[src/hw/fetch_settings.svh]
`ifndef FETCH_SETTINGS_SVH
`define FETCH_SETTINGS_SVH

// Width of the PC and of all fetch addresses.
`define XLEN 64

// First PC fetched once reset is released.
`define RESET_VECTOR 64'h0000_0000_0000_1000

// Static branch prediction on (1) or off (0).
`define BRANCH_PRED 1'b1

// Address width of the AXI4-Lite read port.
`define AXI_ADDR_W 32

`endif

[src/hw/fetch_pkg.sv]
`include "fetch_settings.svh"

package fetch_pkg;

    typedef enum logic [2:0] {
        IF_RESET,
        IF_PREFETCH,
        IF_PREDICT,
        IF_MISPREDICT,
        IF_FENCE_I,
        IF_TRAP
    } if_reason_t;

    typedef struct packed {
        logic             valid;
        logic [3:0]       mcause_code;
        logic [`XLEN-1:0] mtval;
    } exception_t;

    // Fetcher to aligner.
    typedef struct packed {
        logic [`XLEN-1:0] pc;
        if_reason_t       reason;
    } fetch_req_t;

    // Aligner to fetcher.
    typedef struct packed {
        logic [31:0]      instr_word;
        logic [`XLEN-1:0] pc;
        logic             error;
    } fetch_resp_t;

    // Item handed to decode.
    typedef struct packed {
        logic [31:0]      instr_word;
        logic [`XLEN-1:0] pc;
        if_reason_t       if_reason;
        exception_t       exception;
    } fetched_instr_t;

    // Byte address of a 32-bit word, low two bits zero.
    typedef struct packed {
        logic [`AXI_ADDR_W-1:0] addr;
    } word_req_t;

    typedef struct packed {
        logic [31:0] data;
        logic        error;
    } word_resp_t;

endpackage

[src/hw/axil_fetch_port.sv]
`timescale 1ns/10ps
`include "fetch_settings.svh"

module axil_fetch_port import fetch_pkg::*; (
    input  logic                   clk,
    input  logic                   resetn,

    input  logic                   i_req_valid,
    output logic                   o_req_ready,
    input  word_req_t              i_req,
    input  logic                   i_abort,
    output logic                   o_resp_valid,
    output word_resp_t             o_resp,

    output logic [`AXI_ADDR_W-1:0] o_araddr,
    output logic [2:0]             o_arprot,
    output logic                   o_arvalid,
    input  logic                   i_arready,
    input  logic [31:0]            i_rdata,
    input  logic [1:0]             i_rresp,
    input  logic                   i_rvalid,
    output logic                   o_rready
);

    typedef enum logic [1:0] {
        P_IDLE,
        P_ADDR,
        P_DATA
    } port_state_t;

    port_state_t            state;
    logic                   drop;
    logic [`AXI_ADDR_W-1:0] araddr_q;

    always_ff @(posedge clk or negedge resetn) begin
        if (!resetn) begin
            state <= P_IDLE;
            drop  <= 1'b0;
        end else begin
            case (state)
                P_IDLE: begin
                    if (i_req_valid) begin
                        state <= P_ADDR;
                        drop  <= 1'b0;
                    end
                end
                P_ADDR: begin
                    if (i_arready) begin
                        state <= P_DATA;
                    end
                    // The AR beat cannot be withdrawn, so only the data is dropped.
                    if (i_abort) begin
                        drop <= 1'b1;
                    end
                end
                P_DATA: begin
                    if (i_rvalid) begin
                        state <= P_IDLE;
                        drop  <= 1'b0;
                    end else if (i_abort) begin
                        drop <= 1'b1;
                    end
                end
                default: begin
                    state <= P_IDLE;
                end
            endcase
        end
    end

    always_ff @(posedge clk) begin
        if (state == P_IDLE && i_req_valid) begin
            araddr_q <= i_req.addr;
        end
    end

    assign o_req_ready = (state == P_IDLE);

    assign o_araddr  = araddr_q;
    // Unprivileged, secure, instruction access.
    assign o_arprot  = 3'b100;
    assign o_arvalid = (state == P_ADDR);
    assign o_rready  = (state == P_DATA);

    assign o_resp_valid = (state == P_DATA) && i_rvalid && !drop && !i_abort;
    assign o_resp.data  = i_rdata;
    // Anything but OKAY is an error.
    assign o_resp.error = (i_rresp != 2'b00);

endmodule

[src/hw/instr_align.sv]
`timescale 1ns/10ps
`include "fetch_settings.svh"

module instr_align import fetch_pkg::*; (
    input  logic        clk,
    input  logic        resetn,

    input  logic        i_req_valid,
    input  fetch_req_t  i_req,
    input  logic        i_flush,
    output logic        o_resp_valid,
    output fetch_resp_t o_resp,

    output logic        o_wreq_valid,
    input  logic        i_wreq_ready,
    output word_req_t   o_wreq,
    output logic        o_abort,
    input  logic        i_wresp_valid,
    input  word_resp_t  i_wresp
);

    typedef enum logic [2:0] {
        S_IDLE,
        S_LOOK,
        S_LO_REQ,
        S_LO_WAIT,
        S_HI_REQ,
        S_HI_WAIT
    } align_state_t;

    align_state_t     state;
    logic [`XLEN-1:0] pc_q;
    logic [15:0]      lo_half;

    // One-word line buffer.
    logic             line_valid;
    logic [`XLEN-3:0] line_tag;
    logic [31:0]      line_data;

    logic             lo_hit;
    logic [15:0]      half_at_pc;
    logic             is_long;
    logic             straddle;
    logic             fill;

    assign lo_hit     = line_valid && (line_tag == pc_q[`XLEN-1:2]);
    assign half_at_pc = pc_q[1] ? line_data[31:16] : line_data[15:0];
    assign is_long    = (half_at_pc[1:0] == 2'b11);
    // Upper halfword lives in the next word.
    assign straddle   = is_long && pc_q[1];
    assign fill       = i_wresp_valid && !i_wresp.error
                        && (state == S_LO_WAIT || state == S_HI_WAIT);

    always_ff @(posedge clk or negedge resetn) begin
        if (!resetn) begin
            state      <= S_IDLE;
            line_valid <= 1'b0;
        end else begin
            if (i_flush) begin
                state <= S_IDLE;
            end else if (i_req_valid) begin
                state <= S_LOOK;
            end else begin
                case (state)
                    S_LOOK: begin
                        if (!lo_hit) begin
                            state <= S_LO_REQ;
                        end else begin
                            state <= straddle ? S_HI_REQ : S_IDLE;
                        end
                    end
                    S_LO_REQ:  if (i_wreq_ready) state <= S_LO_WAIT;
                    S_HI_REQ:  if (i_wreq_ready) state <= S_HI_WAIT;
                    S_LO_WAIT: begin
                        // After a good fill the lookup is simply repeated.
                        if (i_wresp_valid) begin
                            state <= i_wresp.error ? S_IDLE : S_LOOK;
                        end
                    end
                    S_HI_WAIT: if (i_wresp_valid) state <= S_IDLE;
                    default:   state <= S_IDLE;
                endcase
            end

            if (i_req_valid && i_req.reason == IF_FENCE_I) begin
                line_valid <= 1'b0;
            end else if (fill) begin
                line_valid <= 1'b1;
            end
        end
    end

    always_ff @(posedge clk) begin
        if (i_req_valid) begin
            pc_q <= i_req.pc;
        end
        if (state == S_LOOK && lo_hit && straddle) begin
            lo_half <= half_at_pc;
        end
        if (fill) begin
            line_data <= i_wresp.data;
            line_tag  <= (state == S_HI_WAIT) ? pc_q[`XLEN-1:2] + 1'b1 : pc_q[`XLEN-1:2];
        end
    end

    assign o_wreq_valid = (state == S_LO_REQ || state == S_HI_REQ) && !i_flush;
    assign o_wreq.addr  = (state == S_HI_REQ) ? {pc_q[`AXI_ADDR_W-1:2] + 1'b1, 2'b00}
                                              : {pc_q[`AXI_ADDR_W-1:2], 2'b00};
    assign o_abort      = i_flush;

    always_comb begin
        o_resp_valid = 1'b0;
        o_resp.pc    = pc_q;
        o_resp.error = 1'b0;
        if (is_long && !pc_q[1]) begin
            o_resp.instr_word = line_data;
        end else begin
            o_resp.instr_word = {16'h0000, half_at_pc};
        end

        case (state)
            S_LOOK: begin
                o_resp_valid = lo_hit && !straddle;
            end
            S_LO_WAIT: begin
                // Only a failed read answers from here.
                o_resp_valid      = i_wresp_valid && i_wresp.error;
                o_resp.error      = 1'b1;
                o_resp.instr_word = '0;
            end
            S_HI_WAIT: begin
                o_resp_valid      = i_wresp_valid;
                o_resp.error      = i_wresp.error;
                o_resp.instr_word = {i_wresp.data[15:0], lo_half};
            end
            default: begin
                o_resp_valid = 1'b0;
            end
        endcase

        if (i_flush) begin
            o_resp_valid = 1'b0;
        end
    end

endmodule

[src/hw/instr_fetcher.sv]
`timescale 1ns/10ps
`include "fetch_settings.svh"

module instr_fetcher import fetch_pkg::*; (
    input  logic             clk,
    input  logic             resetn,

    input  logic             i_redirect_valid,
    input  logic [`XLEN-1:0] i_redirect_pc,
    input  if_reason_t       i_redirect_reason,

    output logic             o_req_valid,
    output fetch_req_t       o_req,
    output logic             o_flush,
    input  logic             i_resp_valid,
    input  fetch_resp_t      i_resp,

    output logic             o_valid,
    input  logic             i_ready,
    output fetched_instr_t   o_fetched_instr
);

    // Next PC to fetch. Starts pending so the first fetch goes out after reset.
    logic             pend_valid;
    logic [`XLEN-1:0] pend_pc;
    if_reason_t       pend_reason;

    logic             outstanding;
    if_reason_t       cur_reason;

    // Response parked while decode is stalled.
    logic             held;
    logic [31:0]      hold_word;
    logic [`XLEN-1:0] hold_pc;
    logic             hold_err;

    logic [31:0]      word;
    logic [`XLEN-1:0] pc;
    logic             err;
    logic             transfer;

    logic             is_branch;
    logic             is_jal;
    logic             is_c_branch;
    logic             is_c_j;
    logic [`XLEN-1:0] b_imm;
    logic [`XLEN-1:0] j_imm;
    logic [`XLEN-1:0] cb_imm;
    logic [`XLEN-1:0] cj_imm;
    logic             predict_taken;
    logic [`XLEN-1:0] predict_target;
    logic [`XLEN-1:0] pc_next;
    if_reason_t       reason_next;

    assign o_req_valid = pend_valid && !outstanding && !held && !i_redirect_valid;
    assign o_req.pc     = pend_pc;
    assign o_req.reason = pend_reason;
    assign o_flush      = i_redirect_valid;

    assign o_valid  = (held || i_resp_valid) && !i_redirect_valid;
    assign transfer = o_valid && i_ready;

    assign word = held ? hold_word : i_resp.instr_word;
    assign pc   = held ? hold_pc : i_resp.pc;
    assign err  = held ? hold_err : i_resp.error;

    always_ff @(posedge clk or negedge resetn) begin
        if (!resetn) begin
            pend_valid  <= 1'b1;
            pend_pc     <= `RESET_VECTOR;
            pend_reason <= IF_RESET;
            outstanding <= 1'b0;
            held        <= 1'b0;
        end else begin
            if (i_redirect_valid) begin
                pend_valid  <= 1'b1;
                pend_pc     <= {i_redirect_pc[`XLEN-1:1], 1'b0};
                pend_reason <= i_redirect_reason;
            end else if (transfer) begin
                pend_valid  <= 1'b1;
                pend_pc     <= pc_next;
                pend_reason <= reason_next;
            end else if (o_req_valid) begin
                pend_valid <= 1'b0;
            end

            if (i_redirect_valid) begin
                outstanding <= 1'b0;
            end else if (o_req_valid) begin
                outstanding <= 1'b1;
            end else if (i_resp_valid) begin
                outstanding <= 1'b0;
            end

            if (i_redirect_valid) begin
                held <= 1'b0;
            end else if (i_resp_valid && !i_ready) begin
                held <= 1'b1;
            end else if (i_ready) begin
                held <= 1'b0;
            end
        end
    end

    always_ff @(posedge clk) begin
        if (o_req_valid) begin
            cur_reason <= pend_reason;
        end
        if (i_resp_valid && !i_ready) begin
            hold_word <= i_resp.instr_word;
            hold_pc   <= i_resp.pc;
            hold_err  <= i_resp.error;
        end
    end

    assign o_fetched_instr.instr_word            = word;
    assign o_fetched_instr.pc                    = pc;
    assign o_fetched_instr.if_reason             = cur_reason;
    assign o_fetched_instr.exception.valid       = err;
    // Instruction access fault.
    assign o_fetched_instr.exception.mcause_code = 4'd1;
    assign o_fetched_instr.exception.mtval       = pc;

    // Static prediction, backward taken and forward not taken.
    assign is_branch   = (word[6:0] == 7'b1100011);
    assign is_jal      = (word[6:0] == 7'b1101111);
    assign is_c_branch = (word[1:0] == 2'b01) && (word[15:14] == 2'b11);
    assign is_c_j      = (word[1:0] == 2'b01) && (word[15:13] == 3'b101);

    assign b_imm  = {{(`XLEN-13){word[31]}}, word[31], word[7], word[30:25],
                     word[11:8], 1'b0};
    assign j_imm  = {{(`XLEN-21){word[31]}}, word[31], word[19:12], word[20],
                     word[30:21], 1'b0};
    assign cb_imm = {{(`XLEN-9){word[12]}}, word[12], word[6:5], word[2],
                     word[11:10], word[4:3], 1'b0};
    assign cj_imm = {{(`XLEN-12){word[12]}}, word[12], word[8], word[10:9], word[6],
                     word[7], word[2], word[11], word[5:3], 1'b0};

    always_comb begin
        predict_taken  = 1'b0;
        predict_target = pc + b_imm;
        if (`BRANCH_PRED) begin
            if (is_branch) begin
                predict_taken = word[31];
            end else if (is_jal) begin
                predict_taken  = 1'b1;
                predict_target = pc + j_imm;
            end else if (is_c_branch) begin
                predict_taken  = word[12];
                predict_target = pc + cb_imm;
            end else if (is_c_j) begin
                predict_taken  = 1'b1;
                predict_target = pc + cj_imm;
            end
        end
    end

    always_comb begin
        if (predict_taken) begin
            pc_next     = predict_target;
            reason_next = IF_PREDICT;
        end else begin
            pc_next     = pc + ((word[1:0] == 2'b11) ? `XLEN'd4 : `XLEN'd2);
            reason_next = IF_PREFETCH;
        end
    end

endmodule

[src/hw/fetch_top.sv]
`timescale 1ns/10ps
`include "fetch_settings.svh"

module fetch_top import fetch_pkg::*; (
    input  logic                   clk,
    input  logic                   resetn,

    input  logic                   i_redirect_valid,
    input  logic [`XLEN-1:0]       i_redirect_pc,
    input  if_reason_t             i_redirect_reason,

    output logic                   o_valid,
    input  logic                   i_ready,
    output fetched_instr_t         o_fetched_instr,

    output logic [`AXI_ADDR_W-1:0] o_araddr,
    output logic [2:0]             o_arprot,
    output logic                   o_arvalid,
    input  logic                   i_arready,
    input  logic [31:0]            i_rdata,
    input  logic [1:0]             i_rresp,
    input  logic                   i_rvalid,
    output logic                   o_rready
);

    logic        req_valid;
    fetch_req_t  req;
    logic        flush;
    logic        resp_valid;
    fetch_resp_t resp;

    logic        wreq_valid;
    logic        wreq_ready;
    word_req_t   wreq;
    logic        abort;
    logic        wresp_valid;
    word_resp_t  wresp;

    instr_fetcher u_fetcher (
        .clk               (clk),
        .resetn            (resetn),
        .i_redirect_valid  (i_redirect_valid),
        .i_redirect_pc     (i_redirect_pc),
        .i_redirect_reason (i_redirect_reason),
        .o_req_valid       (req_valid),
        .o_req             (req),
        .o_flush           (flush),
        .i_resp_valid      (resp_valid),
        .i_resp            (resp),
        .o_valid           (o_valid),
        .i_ready           (i_ready),
        .o_fetched_instr   (o_fetched_instr)
    );

    instr_align u_align (
        .clk           (clk),
        .resetn        (resetn),
        .i_req_valid   (req_valid),
        .i_req         (req),
        .i_flush       (flush),
        .o_resp_valid  (resp_valid),
        .o_resp        (resp),
        .o_wreq_valid  (wreq_valid),
        .i_wreq_ready  (wreq_ready),
        .o_wreq        (wreq),
        .o_abort       (abort),
        .i_wresp_valid (wresp_valid),
        .i_wresp       (wresp)
    );

    axil_fetch_port u_port (
        .clk          (clk),
        .resetn       (resetn),
        .i_req_valid  (wreq_valid),
        .o_req_ready  (wreq_ready),
        .i_req        (wreq),
        .i_abort      (abort),
        .o_resp_valid (wresp_valid),
        .o_resp       (wresp),
        .o_araddr     (o_araddr),
        .o_arprot     (o_arprot),
        .o_arvalid    (o_arvalid),
        .i_arready    (i_arready),
        .i_rdata      (i_rdata),
        .i_rresp      (i_rresp),
        .i_rvalid     (i_rvalid),
        .o_rready     (o_rready)
    );

endmodule

[config.mk]
export PLATFORM = sky130hd
export DESIGN_NAME = fetch_top
export DESIGN_NICKNAME = d
export VERILOG_FILES = /design/src/hw/fetch_pkg.sv /design/src/hw/axil_fetch_port.sv /design/src/hw/instr_align.sv /design/src/hw/instr_fetcher.sv /design/src/hw/fetch_top.sv
export VERILOG_INCLUDE_DIRS = /design/src /design/src/hw
export SDC_FILE = /design/constraint.sdc
export NUM_CORES = 1
export LEC_CHECK = 0
export BUFFER_PORTS_ARGS = -buffer_cell sky130_fd_sc_hd__buf_2
export CAP_MARGIN = 20
export CORE_ASPECT_RATIO = 0.5
export CORE_UTILIZATION = 32
export DETAILED_ROUTE_END_ITERATION = 10
export PLACE_DENSITY = 0.49
export SYNTH_ARGS = -nofsm -noshare
export SYNTH_HDL_FRONTEND = slang
export SYNTH_SLANG_ARGS = --single-unit
export TNS_END_PERCENT = 10
[constraint.sdc]
create_clock -name clk -period 14.6 [get_ports clk]
set_clock_uncertainty 0.15 [all_clocks]
set_input_delay 0.73 -clock clk [delete_from_list [all_inputs] [get_ports clk]]
set_output_delay 0.73 -clock clk [all_outputs]
set_load 0.02 [all_outputs]
==> Yosys cells after proc, flatten, opt, wreduce, memory -nomap -nowiden <==
Index checks and enable logic that the tools add are counted.
{ "word_totals": {"output_inout_bits": 206, "inputBits": 107, "wordCells": 148, "ff_bits": 383} }
{ "classes": {"n_mux": 55, "add_sub_neg": 7, "reduce_logical": 45, "eq_ne": 23} }
{ "ops": {"columns": ["op", "count"], "rows": [
  ["$mux 64", 8],
  ["$add 64x64->64", 5],
  ["$mux 32", 3],
  ["$pmux 32 s2", 1],
  ["$add 62x1->62 const B", 1],
  ["$eq 62x62->1", 1],
  ["$mux 62", 1],
  ["$mux 3", 11],
  ["$add 30x1->30 const B", 1],
  ["$logic_and 1x1->1", 23],
  ["$mux 1", 21],
  ["$mux 16", 1],
  ["$ne 4x2->1 const B", 4],
  ["$pmux 3 s5", 1],
  ["$eq 7x7->1 const B", 2],
  ["$eq 3x3->1 const B", 4],
  ["$reduce_bool 3->1", 4],
  ["$eq 2x2->1 const B", 4],
  ["$logic_not 1->1", 8],
  ["$mux 2", 4],
  ["$eq 3x2->1 const B", 2],
  ["$pmux 1 s3", 2],
  ["$pmux 2 s3", 1],
  ["$reduce_bool 2->1", 3],
  ["10 further kinds", 14]
]} }

==> Longest topological paths before layout <==
{ "logic_depth": {"depth_word": 15, "depth_mapped": 25, "depth_no_buf": 18} }

==> Cells and area by module <==
A second synthesis with hierarchy kept.
{ "hier_totals": {"cells_unflattened": 3928, "area_unflattened_um2": 33883.7} }
{ "modules_own_cells": {"columns": ["mod", "cells_each", "area_each_um2", "n_inst", "seq_area_each_um2"], "rows": [
  ["instr_fetcher", 3178, 23710.2, 1, 4757.1],
  ["instr_align", 655, 8664.6, 1, 5325.1],
  ["axil_fetch_port", 95, 1508.9, 1, 1036.0]
]} }

==> Least setup slack after synthesis <==
No wires, ideal clock.
{ "synth_timing": {"kind": "reg2reg", "from": "register u_fetcher.held", "to": "register u_align.state[1]", "setup_slack_ns": 5.113, "period_less_slack_ns": 9.487, "path_buffers": 9, "setup_time_ns": 0.127, "t_arrival_ns": 9.210, "required_ns": 14.323, "path_stages_with_launch": 13, "path_cell_list": "dfrtp_1 buf_6 buf_12 buf_6 buf_8 buf_6 buf_4 buf_2 buf_1 buf_1 nor4_1 nor2_1 and3b_1"} }
{ "synth_between": {"elab_chain_cells": 5, "elab_cells_between_ends": 10, "classes_between": "eq/ne (4); mux (2); reduce/logical (4)"} }
{ "synth_lines": {"columns": ["element", "line_no", "text"], "rows": [
  ["start: declaration", "instr_fetcher.sv:32", "logic held;"],
  ["start signal: assignment", "instr_fetcher.sv:73", "held <= 1'b0;"],
  ["start signal: assignment", "instr_fetcher.sv:96", "held <= 1'b0;"],
  ["start signal: assignment", "instr_fetcher.sv:98", "held <= 1'b1;"],
  ["$logic_not 1->1 *", "instr_fetcher.sv:55", "assign o_req_valid = pend_valid && !outstanding && !held && !i_redirect_valid;"],
  ["$logic_and 1x1->1 * (2 in series)", "instr_fetcher.sv:55", null],
  ["via req_valid", "fetch_top.sv:26", "logic req_valid;"],
  ["$ne 4x2->1 (no line) / $mux 3 (equally long branches)", null, null],
  ["$reduce_and 4->1 (no line) / $mux 3 (equally long branches)", null, null],
  ["end signal: assignment", "instr_align.sv:69", "state <= straddle ? S_HI_REQ : S_IDLE;"],
  ["end signal: assignment", "instr_align.sv:77", "state <= i_wresp.error ? S_IDLE : S_LOOK;"],
  ["end: declaration", "instr_align.sv:31", "align_state_t state;"]
]} }
Mark *: on every way through the listed nets, which the timed path passes. The rest lies on a longest branch.
A chain may end at the register's enable or synchronous reset.

==> Worst setup path after layout <==
{ "layout_timing": {"from": "register u_fetcher.held", "to": "register u_fetcher.pend_pc[58]"} }
{ "layout_between": {"elab_chain_cells": 10, "elab_cells_between_ends": 31, "classes_between": "add/sub (5); eq/ne (6); mux (14); reduce/logical (6)"} }
{ "layout_lines": {"columns": ["element", "line_no", "text"], "rows": [
  ["parallel branches: the longest is 10 deep, another holds $add 64x64->64", null, null],
  ["end signal: assignment", "instr_fetcher.sv:70", "pend_pc <= `RESET_VECTOR;"],
  ["end signal: assignment", "instr_fetcher.sv:77", "pend_pc <= {i_redirect_pc[`XLEN-1:1], 1'b0};"],
  ["end signal: assignment", "instr_fetcher.sv:81", "pend_pc <= pc_next;"],
  ["end: declaration", "instr_fetcher.sv:25", "logic [`XLEN-1:0] pend_pc;"]
]} }
Several ways; the timed one is not identified. The select of a mux whose other input is x is not followed.

==> summary.md <==
| Metric | Value |
|---|---|
| Status | completed |
| Total power | 3.85 mW |
| Count leader, synth | nand2_1 |
| Pleak | 14.4 nW |
| Combinational Power Share | 0.343 |
| HP Class | primary input to register |
| Worst Path Required | approximately 15,000 ps |
| Rows | 85 |
| GRT Util Overall | 0.371 |
| Worst VDD drop | about 80 uV |
| Synth warnings | 0 |
| Synth Flop Type | edfxtp_1 |
| First-pass GRT wire length | 284 mm |
| FF-to-FF setup slack | between 6000 and 7000 ps |
| Synth top area share | 0.262 |
| Synth cell count leaders | nand2_1 (380), edfxtp_1 (304), a21oi_1 (296) |
| PortBufs | roughly 300 |
| Asr flop ratio synth | 0.202 |
| Dominant cell type by area after synthesis | edfxtp_1 |
| Filler instances | between 10,000 and 15,000 |
| Dpl hpwl | around 170 mm |
| RSZ-0062 raised after global routing | no |
| Final ANT Viol Nets | 0 |
| Reg-to-reg endpoint | u_fetcher.pend_pc[58]$_DFFE_PN0P_ |
| Gp weighted congestion | approximately 1.1 |
| Resize count post-CTS | 0 |
| Net Sw Frac | 0.401 |
| Flop pwr share | 0.343 |
| Wire length per cell | roughly 37 um |
| Drt drc | 0 |
| Final Hold Vio Count | 0 |
| Clock network fraction of total power | 0.314 |
| Initial antenna violation count | 23 |
| Post-synthesis register bit count | 381 |
| Setup WS pre-CTS | approximately 7100 ps |
| Final-report max-slew violation count | 0 |
| Total detailed-routing wirelength | around 210 mm |
| Max transition margin | 0.151 |
| Root Buffer Master | clkbuf_16 |
| Layout Area Growth over Synthesis | 13.0% |
| Min-Delay Path Depth | 1 |
| Fin crit share | 0.539 |
| Core Region | around 110,000 sq um |
| Synthesized cell area | between 30,000 and 40,000 sq um |
| Net switching power | ~1.5 mW |
| Critical R2R Launch | u_fetcher.held$_DFFE_PN0P_ |
| Clock Latency Late Sink | between 600 and 700 ps |
| Top post-synthesis cells by area | edfxtp_1 (26%), xnor2_1 (7.3%), dfrtp_1 (5.4%) |
| Largest net degree at the start of global routing | 75 |
| Setup violations, final | 0 |
| Reg2Reg Depth | 15 |
| Initial Util | 0.324 |
| Vias in the first global route | roughly 33,000 |
| Worst Tran Pin Value | ~1300 ps |
| CTS tree | done |
| Fin crit period | a little under 8000 ps |
| Final nets | approximately 4,500 |
| Max-cap violations | 0 |
| Internal power | 2.30 mW |
| CP Class | register to register |
| CP Max Fanout | 74 |
| Count of cell types in the netlist | between 100 and 150 |
| Share of cells above drive strength 1 | 0.167 |
| Total CTS buffers | 43 |
| DR vias/cell | ~6.5 |
| Clock slew at reported path FFs | roughly 70 ps |
| Hold wc startpoint | i_rdata[27] |
| Via Count | between 30,000 and 40,000 |
| Pwr dens | between 90 and 100 nW/um^2 |
| Sequential area share after synthesis | 0.317 |
| Num ports | roughly 310 |
| Setup TNS | 0 ps |
| Crit path capture type | register |
| Max Fclk | 127 MHz |
| Worst hold endpoint | u_align.line_data[27]$_DFFE_PP_ |
| Maximum root-to-sink buffer count | 3 |
| Crit path DAT | 8160 ps |
| Clock sink count | 381 |
| Mapped Cells | 4,107 |
| Avg Cell Area, Syn | about 8.5 sq um |
| Die span in x | ~470 um |
| Worst setup margin | 6740 ps |
| Pre-antenna DRT Iters | 6 |
| Gr ovfl total | 0 |
| Post-synth EDFFs | roughly 300 |
| CP startpoint kind | register |
| Iter 0 DRT Violations | between 6,000 and 7,000 |
| Die Y | ~240 um |
| Htree depth | 2 |
| Die ar. | between 100,000 and 150,000 sq um |
[worst max-delay path, stage by stage (launching register included)]
cell	delay, ps
dfrtp_4	430
buf_4	670
buf_4	780
mux2_2	510
ha_1	490
and4_1	290
o21a_1	150
a21bo_2	170
nand4b_1	570
a2111oi_0	1110
o21bai_1	410
o21bai_1	460
nor3b_1	230
o21ai_0	250
a22oi_1	800
o31ai_2	120
[how the worst max path moves through the flow]
stage / startpoint / end / slack, ps / cells past startpoint
2_1_floorplan: u_fetcher.held$_DFFE_PN0P_ / u_align.state[1]$_DFFE_PN0P_ / 5110 / 12
6_report: u_fetcher.held$_DFFE_PN0P_ / u_fetcher.pend_pc[58]$_DFFE_PN0P_ / 6740 / 15
5_1_grt: u_fetcher.held$_DFFE_PN0P_ / u_fetcher.pend_pc[58]$_DFFE_PN0P_ / 6540 / 15
3_5_place_dp: u_fetcher.held$_DFFE_PN0P_ / u_fetcher.pend_pc[30]$_DFFE_PN0P_ / 7060 / 16
3_3_place_gp: u_fetcher.held$_DFFE_PN0P_ / u_fetcher.pend_pc[58]$_DFFE_PN0P_ / 7060 / 15
4_1_cts: u_fetcher.held$_DFFE_PN0P_ / u_fetcher.pend_pc[30]$_DFFE_PN0P_ / 7020 / 16
[kinds of logic (layout without fill, tap and decap cells)]
group	Yosys count	after routing	synth area share
buf+inv	462	683	0.0630
simple gates	1345	1345	0.191
xor+xnor	397	397	0.0997
mux	133	133	0.0421
flops	381	381	0.317
fa+ha+maj	102	102	0.0372
compound gates	1285	1285	0.250
other cells	2	11	0.000215
[power by group through the flow]
| stage | Clock [mW] | Sequential, mW | Combinational, mW |
|---|---|---|---|
| CTS | 1.22 | 1.31 | 1.26 |
| global placement | 0 | 1.33 | 1.25 |
| floorplan | 0 | 1.29 | 0.768 |
| global route | 1.25 | 1.32 | 1.37 |
| finish | 1.21 | 1.32 | 1.32 |
| detailed placement | 0 | 1.34 | 1.25 |
[stage by stage]
| step | cells | utilization | area, sq um | hold slack [ps] |
|---|---|---|---|---|
| after floorplan | 4114 | - | 34900 | 267 |
| after global placement | 5681 | 0.351 | 37900 | 271 |
| after detailed placement | 5686 | 0.351 | 37900 | 276 |
| after CTS | 5766 | 0.365 | 39400 | 146 |
| after global routing | 5770 | 0.366 | 39400 | 155 |
| final | 5772 | 0.366 | 39400 | 167 |
[routing by layer]
layer / GRT usage / part of all wire
met4: 0.0667 / 0.021
met2: 0.461 / 0.36
met3: 0.153 / 0.15
met1: 0.578 / 0.47
met5: 0 / 0.00019
[sequential cells by signal, indices dropped and copies added (netlist names), 16 cells and up]
name	count
u_align.line_data	32
u_align.pc_q	64
u_align.lo_half	16
u_port.o_araddr	30
u_fetcher.pend_pc	64
u_fetcher.hold_word	32
u_align.line_tag	62
u_fetcher.hold_pc	64
[repair_timing]
action,in CTS,in global routing
setup buffers,0,0
hold buffers,1,0
endpoints found under the hold margin,19,0
[layout make-up]
cell class,count,area [sq um],area share
clock buffers,56,1180,0.0300
multi-input cells,3271,21800,0.552
well taps,1435,1800,0.0455
flip-flops and latches,381,11100,0.280
diodes,2,5.00,0.000127
clock inverters,23,302,0.00765
inverters,130,488,0.0124
repair buffers,474,2820,0.0716
[placed cells by master, fill, tap and decap left out, types with 29 or more instances in the layout]
cell	instances
o221ai_1	46
a221oi_1	40
o21a_1	34
and3_1	42
o21ai_0	243
mux2i_1	69
buf_4	166
buf_2	303
mux2_2	49
xnor2_1	290
a21oi_1	296
nor3_1	108
ha_1	95
and2_1	29
edfxtp_1	304
nand2_1	379
xor2_1	107
clkbuf_16	43
nor2_1	279
a21o_1	68
nand4_1	89
o22ai_1	39
o211ai_1	52
dfrtp_1	74
a31oi_1	61
or3_1	42
nor4_1	33
inv_1	124
a211oi_1	56
nand3_1	147
Power figures use the tool's default switching activity.
